[config.mk]
export PLATFORM = sky130hd
export DESIGN_NAME = block_hadamard
export DESIGN_NICKNAME = d
export VERILOG_FILES = /design/src/hw/blk_pkg.sv /design/src/hw/sample_collector.sv /design/src/hw/row_hadamard.sv /design/src/hw/coef_serializer.sv /design/src/hw/block_hadamard.sv
export SDC_FILE = /design/constraint.sdc
export NUM_CORES = 2
export LEC_CHECK = 0
export ABC_AREA = 1
export BUFFER_PORTS_ARGS = -buffer_cell sky130_fd_sc_hd__buf_2
export CORE_ASPECT_RATIO = 1.4
export CORE_MARGIN = 5
export CORE_UTILIZATION = 45
export DETAILED_ROUTE_END_ITERATION = 10
export GPL_TIMING_DRIVEN = 1
export SYNTH_ARGS = -nofsm -noshare
export SYNTH_HDL_FRONTEND = slang
export SYNTH_HIERARCHICAL = 1
export SYNTH_SLANG_ARGS = --single-unit
[constraint.sdc]
create_clock -name clk -period 9.5 [get_ports clk]
set_clock_uncertainty 0.2 [all_clocks]
set_input_delay 1.9 -clock clk [delete_from_list [all_inputs] [get_ports clk]]
set_output_delay 1.9 -clock clk [all_outputs]
set_load 0.01 [all_outputs]
[src/hw/blk_pkg.sv]
/* Block Hadamard shared definitions
   Geometry of the 8x8 block, sample and coefficient types, serializer states */
package blk_pkg;

	localparam int BLK_DIM = 8; // Samples per row and rows per block
	localparam int BLK_SAMPLES = BLK_DIM * BLK_DIM;
	localparam int SAMPLE_W = 8;
	localparam int COEF_W = 16; // 8 terms of 255 need 12 bits signed
	localparam int SAMP_IDX_W = $clog2(BLK_SAMPLES);
	localparam int ROW_IDX_W = $clog2(BLK_DIM);

	localparam int ROW_LAST = BLK_DIM - 1;
	localparam int SAMP_LAST = BLK_SAMPLES - 1;

	// Pixel sample as it arrives on the input strobe
	typedef logic [SAMPLE_W-1:0] sample_t;

	// Transform coefficient, two's complement
	typedef logic signed [COEF_W-1:0] coef_t;

	typedef logic [SAMP_IDX_W-1:0] samp_idx_t; // Position inside a block
	typedef logic [ROW_IDX_W-1:0]  row_idx_t;

	// One row of samples, sample 0 in the low byte
	typedef logic [BLK_DIM*SAMPLE_W-1:0] row_samples_t;

	// One row of coefficients, coefficient 0 in the low word
	typedef logic [BLK_DIM*COEF_W-1:0] row_coefs_t;

	typedef enum logic [1:0]
	{
		SER_IDLE,
		SER_LOAD,
		SER_EMIT
	} ser_state_t;

endpackage

[src/hw/sample_collector.sv]
/* Sample collector
   Stores strobed pixel samples of one 8x8 block in row-major order,
   pulses block_ready once the 64th sample is in and serves rows by index */
module sample_collector
	import blk_pkg::*;
(
	input  logic         clk,
	input  logic         rst_n,
	input  logic         sample_en,
	input  sample_t      sample,
	input  logic         frame_sync,
	input  row_idx_t     row_sel,
	output row_samples_t row_data,
	output logic         block_ready
);

	sample_t   sample_mem [BLK_SAMPLES]; // Block buffer, row-major
	samp_idx_t wr_cnt;
	logic      wr_en;
	logic      last_sample;

	// Restart takes priority over a sample in the same cycle
	assign wr_en = sample_en && !frame_sync;

	assign last_sample = wr_en && (wr_cnt == samp_idx_t'(SAMP_LAST));

	// Sample count
	always_ff @(posedge clk)
	begin
		if (!rst_n || frame_sync)
			wr_cnt <= '0;
		else if (wr_en)
			wr_cnt <= wr_cnt + 1'b1; // Wraps to 0 after the 64th sample
	end

	// Storage only, old contents are simply overwritten
	always_ff @(posedge clk)
	begin
		if (wr_en)
			sample_mem[wr_cnt] <= sample;
	end

	// One-cycle pulse in the cycle after the 64th sample is stored
	always_ff @(posedge clk)
	begin
		if (!rst_n)
			block_ready <= 1'b0;
		else
			block_ready <= last_sample;
	end

	// Row read port
	always_comb
	begin
		row_data = '0;
		for (int j = 0; j < BLK_DIM; j++)
		begin
			// Column index has the same width as the row index
			row_data[j*SAMPLE_W +: SAMPLE_W] = sample_mem[{row_sel, row_idx_t'(j)}];
		end
	end

endmodule

[src/hw/row_hadamard.sv]
/* Row transform
   Walks the eight rows of a collected block and applies an 8-point
   Walsh-Hadamard transform to each, one registered row per cycle */
module row_hadamard
	import blk_pkg::*;
(
	input  logic         clk,
	input  logic         rst_n,
	input  logic         block_ready,
	output row_idx_t     row_sel,
	input  row_samples_t row_data,
	output logic         row_wr,
	output row_idx_t     row_wr_idx,
	output row_coefs_t   row_coefs,
	output logic         rows_done
);

	logic       busy;
	row_idx_t   row_cnt;
	logic       row_last;
	row_coefs_t stage0;
	row_coefs_t stage1;
	row_coefs_t stage2;
	row_coefs_t stage3;

	// One butterfly pass with the given span
	// Pairs (i, i+span) become (a+b, a-b), lower index gets the sum
	function automatic row_coefs_t butterfly(input row_coefs_t v, input int span);
		row_coefs_t r;
		coef_t      a;
		coef_t      b;
		r = v;
		for (int i = 0; i < BLK_DIM; i++)
		begin
			if ((i & span) == 0)
			begin
				a = v[i*COEF_W +: COEF_W];
				b = v[(i+span)*COEF_W +: COEF_W];
				r[i*COEF_W +: COEF_W] = a + b;
				r[(i+span)*COEF_W +: COEF_W] = a - b;
			end
		end
		return r;
	endfunction

	assign row_sel = row_cnt;
	assign row_last = (row_cnt == row_idx_t'(ROW_LAST));

	// Row sequencer, starts the cycle after block_ready
	always_ff @(posedge clk)
	begin
		if (!rst_n)
		begin
			busy <= 1'b0;
			row_cnt <= '0;
		end
		else if (block_ready)
		begin
			busy <= 1'b1;
			row_cnt <= '0;
		end
		else if (busy)
		begin
			row_cnt <= row_cnt + 1'b1; // Back to 0 after row 7
			if (row_last)
				busy <= 1'b0;
		end
	end

	// Zero-extend bytes into signed words
	always_comb
	begin
		stage0 = '0;
		for (int j = 0; j < BLK_DIM; j++)
		begin
			stage0[j*COEF_W +: COEF_W] = coef_t'({{(COEF_W-SAMPLE_W){1'b0}},
				row_data[j*SAMPLE_W +: SAMPLE_W]});
		end
	end

	// Spans 1, 2, 4 give natural (Hadamard) ordering
	assign stage1 = butterfly(stage0, 1);
	assign stage2 = butterfly(stage1, 2);
	assign stage3 = butterfly(stage2, BLK_DIM / 2);

	// Write strobes to the serializer
	always_ff @(posedge clk)
	begin
		if (!rst_n)
		begin
			row_wr <= 1'b0;
			rows_done <= 1'b0;
		end
		else
		begin
			row_wr <= busy;
			rows_done <= busy && row_last; // With the row 7 write
		end
	end

	// Row result and its index
	always_ff @(posedge clk)
	begin
		if (busy)
		begin
			row_wr_idx <= row_cnt;
			row_coefs <= stage3;
		end
	end

endmodule

[src/hw/coef_serializer.sv]
/* Coefficient serializer
   Buffers the eight transformed rows of a block and streams the 64
   coefficients out one per cycle in row-major order */
module coef_serializer
	import blk_pkg::*;
(
	input  logic       clk,
	input  logic       rst_n,
	input  logic       row_wr,
	input  row_idx_t   row_wr_idx,
	input  row_coefs_t row_coefs,
	input  logic       rows_done,
	output coef_t      coef,
	output logic       coef_valid,
	output logic       block_done
);

	coef_t      coef_mem [BLK_SAMPLES];
	ser_state_t state;
	ser_state_t state_nxt;
	samp_idx_t  rd_ptr;
	logic       rd_last;
	logic       store;

	// Rows are accepted until the block is complete
	assign store = row_wr && (state != SER_EMIT);
	assign rd_last = (rd_ptr == samp_idx_t'(SAMP_LAST));

	always_comb
	begin
		state_nxt = state;
		case (state)
			SER_IDLE:
			begin
				if (row_wr)
					state_nxt = SER_LOAD; // First row of a block
			end
			SER_LOAD:
			begin
				if (rows_done)
					state_nxt = SER_EMIT;
			end
			SER_EMIT:
			begin
				if (rd_last)
					state_nxt = SER_IDLE;
			end
			default: state_nxt = SER_IDLE;
		endcase
	end

	always_ff @(posedge clk)
	begin
		if (!rst_n)
			state <= SER_IDLE;
		else
			state <= state_nxt;
	end

	// Read pointer runs only while emitting
	always_ff @(posedge clk)
	begin
		if (!rst_n)
			rd_ptr <= '0;
		else if (state == SER_EMIT)
			rd_ptr <= rd_ptr + 1'b1; // Wraps to 0 with the last entry
		else
			rd_ptr <= '0;
	end

	// Whole row written per strobe
	always_ff @(posedge clk)
	begin
		if (store)
		begin
			for (int j = 0; j < BLK_DIM; j++)
				coef_mem[{row_wr_idx, row_idx_t'(j)}] <= row_coefs[j*COEF_W +: COEF_W];
		end
	end

	assign coef = coef_mem[rd_ptr];
	assign coef_valid = (state == SER_EMIT);
	assign block_done = coef_valid && rd_last; // With the 64th coefficient

endmodule

[src/hw/block_hadamard.sv]
/* 8x8 block row Hadamard transform
   Sample collector, row transform and coefficient serializer in series */
module block_hadamard
	import blk_pkg::*;
(
	input  logic    clk,
	input  logic    rst_n,
	input  logic    sample_en,
	input  sample_t sample,
	input  logic    frame_sync,
	output coef_t   coef,
	output logic    coef_valid,
	output logic    block_done
);

	// Collector to transform
	logic         block_ready;
	row_idx_t     row_sel;
	row_samples_t row_data;

	// Transform to serializer
	logic         row_wr;
	row_idx_t     row_wr_idx;
	row_coefs_t   row_coefs;
	logic         rows_done;

	sample_collector sample_collector_inst
	(
		.clk         (clk),
		.rst_n       (rst_n),
		.sample_en   (sample_en),
		.sample      (sample),
		.frame_sync  (frame_sync),
		.row_sel     (row_sel),
		.row_data    (row_data),
		.block_ready (block_ready)
	);

	row_hadamard row_hadamard_inst
	(
		.clk         (clk),
		.rst_n       (rst_n),
		.block_ready (block_ready),
		.row_sel     (row_sel),
		.row_data    (row_data),
		.row_wr      (row_wr),
		.row_wr_idx  (row_wr_idx),
		.row_coefs   (row_coefs),
		.rows_done   (rows_done)
	);

	coef_serializer coef_serializer_inst
	(
		.clk         (clk),
		.rst_n       (rst_n),
		.row_wr      (row_wr),
		.row_wr_idx  (row_wr_idx),
		.row_coefs   (row_coefs),
		.rows_done   (rows_done),
		.coef        (coef),
		.coef_valid  (coef_valid),
		.block_done  (block_done)
	);

endmodule

### Word level (Yosys, flattened, before mapping)

Memories as Yosys holds them, arrays and structs flattened. A register that Yosys moved wholly into a read port is not among the register bits.
Index checks and enable logic that the tools add are counted.

| word-level totals | value |
|---|---|
| bits in registers | 152 |
| memory bits (writable) | 1,536 |
| bits of input ports | 12 |
| memories | 2 |

| cells by class | value |
|---|---|
| $add $sub $neg | 27 |
| equal/unequal tests | 9 |
| mux-type cells | 28 |
| bitwise gates (word level) | 1 |
| reductions and logical operators | 12 |

Memory list:

| memory | words | width | read ports | clocked after Yosys merged registers in | write ports | RTL line | source |
|---|---|---|---|---|---|---|---|
| coef_serializer_inst.coef_mem | 64 | 16 | 1 | 1 | 8 | coef_serializer.sv:18 | `coef_t coef_mem [BLK_SAMPLES];` |
| sample_collector_inst.sample_mem | 64 | 8 | 8 | 8 | 1 | sample_collector.sv:17 | `sample_t sample_mem [BLK_SAMPLES];` |

Operators by type and width:

| kind | number |
|---|---|
| 16-bit adder | 8 |
| 16-bit subtractor | 8 |
| 6-bit two-way mux | 17 |
| 8-bit by 8-bit adder with 9-bit output | 4 |
| 8-bit by 8-bit subtractor with 9-bit output | 4 |
| 6-bit by 1-bit adder with 6-bit output (second input constant) | 2 |
| 6-bit == test (second input constant) | 2 |
| 2-bit inequality test (second input constant) | 4 |
| 1-bit two-way mux | 7 |
| 2-bit two-way mux | 3 |
| 2-bit case mux with 3 select lines | 1 |
| 1-bit logical AND | 5 |
| 3-bit by 1-bit adder with 3-bit output (second input constant) | 1 |
| 3-bit == test (second input constant) | 1 |
| 3-bit AND reduction | 1 |
| 2-bit by 1-bit == test with 1-bit output (second input constant) | 1 |
| 2-bit == test (second input constant) | 1 |
| 1-bit logical NOT | 2 |
| 2-bit logical NOT | 1 |
| 2-bit AND reduction | 1 |
| 2-bit OR reduction | 1 |
| 1-bit logical OR | 1 |
| 1-bit NOT | 1 |

### Depth between registers and ports, before layout

| depth | value |
|---|---|
| depth in word-level cells | 4 |
| mapped depth | 36 |
| mapped depth without buffers | 32 |

### Cells and area by module

Netlist, hierarchy kept.

Modules (own cells, without submodules):

| module | instances | cells an instance | area an instance (um2) | sequential area each (um2) |
|---|---|---|---|---|
| coef_serializer | 1 | 4,037 | 43,375.4 | 30,909.6 |
| sample_collector | 1 | 2,351 | 22,995.8 | 15,514.9 |
| row_hadamard | 1 | 2,000 | 13,994.7 | 2,732.6 |

### Least setup slack after synthesis

Ideal clock, no wire load.

| path | value |
|---|---|
| path type | register to register |
| from | register coef_serializer_inst.state[1] |
| to | memory coef_serializer_inst/coef_mem[0][0] in the netlist's numbering, enable pin |
| library setup time | 0.617 ns |
| data arrival time | 5.986 ns |
| required time | 8.683 ns |
| path slack | 2.698 ns |
| stages on the path, launching flop included | 6 |
| path buffers | 0 |
| period minus slack after synthesis | 6.802 ns |
| cells stage by stage | dfxtp_1 inv_1 nor2_1 nor2_1 nand2_1 nor2_1 |

RTL lines:

| item | RTL line | source |
|---|---|---|
| start, declared | coef_serializer.sv:19 | `ser_state_t state;` |
| start signal, assigned | coef_serializer.sv:57 | `state <= state_nxt;` |
| end, declared | coef_serializer.sv:18 |  |

==> impl_metrics.json <==
{
  "met1Wirelength_mm": 81.6,
  "cts_buffers": 162,
  "crit_type": "flop to output pin",
  "hpwl_mm": 130,
  "period_share": 0.722,
  "rsz0062_at_grt": "no",
  "timing.rr.start": "row_hadamard_inst/row_sel[0]",
  "synth_edf_count": 1623,
  "crit_top_cell": "nand3_1",
  "pre_cts_ws_ns": 2.84,
  "synthTopCellsByCount": "2704 x nand2_1, 1623 x edfxtp_1, 1339 x inv_1, 917 x nand3_1, 496 x nor2_1",
  "relSlewSlack": 0.129,
  "crit_chain": "buf_4, buf_4, nor2_1, nor2_1, o21ai_0, nand3_1, nand3_1, nand2_1, nand3_1, nand2_1, buf_2",
  "grt_pass1_wl_mm": 319,
  "slowest_stage": "dfxtp_4",
  "die-width_um": 367,
  "finalMaxSlewViolations": 0,
  "clk_latency_ns": 0.83,
  "r2r_setup_slack_ns": 2.83,
  "num_vias": 54500,
  "outcome": "finished, final reports clean",
  "holdWs_ns": 0.287,
  "io_buffers": 29,
  "power_leakage_nw": 37.7,
  "initial_core_util": 0.452,
  "fin_area_sq_um": 87000,
  "maxUsedRoutingLayer": "met4",
  "tightest_slew_ns": 1.31,
  "grt_overflow": 0,
  "drive_gt1_frac": 0.0507,
  "hold_class": "flop to flop",
  "clock-root-buffer": "clkbuf_16",
  "fin_crit_ns": 6.86,
  "async_flop_share": 0,
  "swShare": 0.228,
  "via_per_inst": 5.10,
  "netlist_area_sq_um": 80400,
  "cp-end-kind": "output pin",
  "r2r_cells": 25,
  "route.met3.wl_mm": 8.68,
  "rows": 183,
  "nNetsFinal": 8493,
  "total_power_mw": 15.1,
  "tritoncts": "done",
  "wl_met2_mm": 112,
  "ctsHtreeMaxLevel": 4,
  "maxCapViolations": 0,
  "drt-initial-drc-count": 3872,
  "setup_tns_ns": 0,
  "grt_max_degree": 251,
  "grt_use_total": 0.222,
  "die_area_sq_um": 187000,
  "syn2layout_area_growth_pct": 8.20,
  "ys_types": 53,
  "synth.most_common_cell": "nand2_1",
  "max_freq_ghz": 0.146,
  "slowest_delay_ns": 0.85,
  "setup_ws_ns": 2.64,
  "dieHeight_um": 510,
  "core_area_sq_um": 178000,
  "hold_viol_final": 0,
  "clk_path_buf_depth": 3,
  "power_per_cell_area_nw_per_um2": 174,
  "synth.top_cell.area_share": 0.606,
  "detail-route-antenna-nets": 0,
  "internal_power_mw": 11.7,
  "post_cts_resized": 0,
  "hold_path_end": "coef_serializer_inst/state[1]",
  "critPathTopFamily": "buffers and inverters",
  "ys.flop_type": "edfxtp_1",
  "comb_power_share": 0.056,
  "critPathBufInv": 3,
  "wl_per_cell_um": 19.7,
  "synthCells": 8388,
  "io_pins": 30,
  "finalSetupViolations": 0,
  "drt_first_pass_iters": 6,
  "power_switching_mw": 3.44,
  "critPathRequiredTime_ns": 7.40,
  "pwr-share-seq": 0.525,
  "clkSinkCount": 1644,
  "r2r_end": "row_hadamard_inst/row_coefs[47]",
  "cp_max_fo": 79,
  "synth_area_leaders": "edfxtp_1 61%, nand2_1 13%, inv_1 6.3%",
  "clk_pin_slew_worst_paths_ns": 0.06,
  "start_kind": "flop",
  "dpl_cell_area_sq_um": 81700,
  "worstHoldPathCells": 2,
  "drc": 0,
  "netlist.top_cell.by_area": "edfxtp_1",
  "peakVddDrop_v": 0.000201,
  "seq_area_frac_synth": 0.612,
  "p_clk_frac": 0.419,
  "routed_wl_mm": 211,
  "hold_start": "row_hadamard_inst/rows_done",
  "yosysWarnings": 6,
  "synth-seq-cells": 1644,
  "cts_setup_buffers": 0,
  "avgSynthCellArea_sq_um": 9.58,
  "cts-hold-fix-buffers": 0,
  "gp_congestion": 0.896,
  "grt_pass1_vias": 53500,
  "antenna_found_initial": 1,
  "worstPathArrival_ns": 4.76
}
[cells in the final DEF, fill, tap and decap left out, drive strengths merged, types with 8 or more instances in the layout]
cell type,instances
nand2,2714
edfxtp,1623
inv,1379
nand3,922
nor2,500
ha,220
clkbuf,192
o21ai,181
a21oi,163
xor2,110
buf,91
clkinv,78
o21bai,29
nand4,26
fa,24
dfxtp,21
nor3,17
bufinv,12
xnor2,11
or2,11
clkinvlp,8
[worst max path at each step]
stage / start / slack [ns] / cells past startpoint / end
6_report: coef_serializer_inst/rd_ptr[0] / 2.64 / 11 / coef[4]
5_1_grt: row_hadamard_inst/row_sel[0] / 2.34 / 25 / row_hadamard_inst/row_coefs[47]
4_1_cts: coef_serializer_inst/rd_ptr[0] / 2.65 / 11 / coef[4]
3_5_place_dp: row_hadamard_inst/row_sel[0] / 2.84 / 25 / row_hadamard_inst/row_coefs[47]
3_3_place_gp: row_hadamard_inst/row_sel[0] / 2.87 / 25 / row_hadamard_inst/row_coefs[47]
2_1_floorplan: coef_serializer_inst/state[1] / 2.70 / 5 / coef_serializer_inst/coef_mem[0][0]
[routing by layer]
layer | vias to the layer above | global-route usage
li1 | 26500 | -
met1 | 26400 | 0.255
met2 | 1292 | 0.422
met3 | 352 | 0.0260
met4 | 0 | 0.0853
met5 | - | 0
[power groups by stage]
stage | combinational [mW] | sequential, mW | clock (mW)
final | 0.850 | 7.93 | 6.33
after global routing | 0.930 | 7.92 | 6.76
after CTS | 0.854 | 7.93 | 6.47
after detailed placement | 0.852 | 8.08 | 0
after global placement | 0.847 | 8.08 | 0
after floorplan | 0.527 | 8.09 | 0
[layout make-up]
class	count	area, sq um
Timing Repair Buffer	91	711
Clock buffer	192	4170
Clock inverter	104	1070
Multi-Input combinational cell	4965	23700
Antenna cell	3	7.51
Fill cell	16300	90700
Sequential cell	1644	49200
Inverter	1373	5190
Tap cell	2312	2890
[flip-flops by register name, summed over array words and instances (netlist names)]
name and count:
row_hadamard_inst/row_coefs 84, row_hadamard_inst/row_wr_idx 3, row_hadamard_inst/row_wr 1, row_hadamard_inst/rows_done 1
sample_collector_inst/block_ready 1, coef_serializer_inst/rd_ptr 6, coef_serializer_inst/coef_mem 1024, coef_serializer_inst/state 2
sample_collector_inst/wr_cnt 6, row_hadamard_inst/busy 1, row_hadamard_inst/row_sel 3, sample_collector_inst/sample_mem 512
[stage by stage]
step | cells | util
CTS | 10700 | 0.489
global placement | 10400 | 0.460
global route | 10700 | 0.489
detailed placement | 10400 | 0.460
finish | 10700 | 0.489
floorplan | 8392 | -
[worst register-to-register path: cells and delay by family (launching register included)]
kind                     cells  cell delay, ns
flip-flops                   1            0.62
buffers and inverters        4            1.64
XOR/XNOR                     1            0.42
adder cells (fa/ha/maj)      4            1.55
AO/OA/AOI/OAI                2            0.41
AND/OR/NAND/NOR             14            1.57
[logic make-up after synthesis]
kind of cell    after synthesis  share of synthesized area
simple gates               4202                      0.213
buf+inv                    1783                     0.0940
flops                      1644                      0.612
compound gates              393                     0.0272
fa+ha+maj                   244                     0.0402
xor+xnor                    121                     0.0136
other cells                   1                  0.0000467
Power figures use the tool's default switching activity.
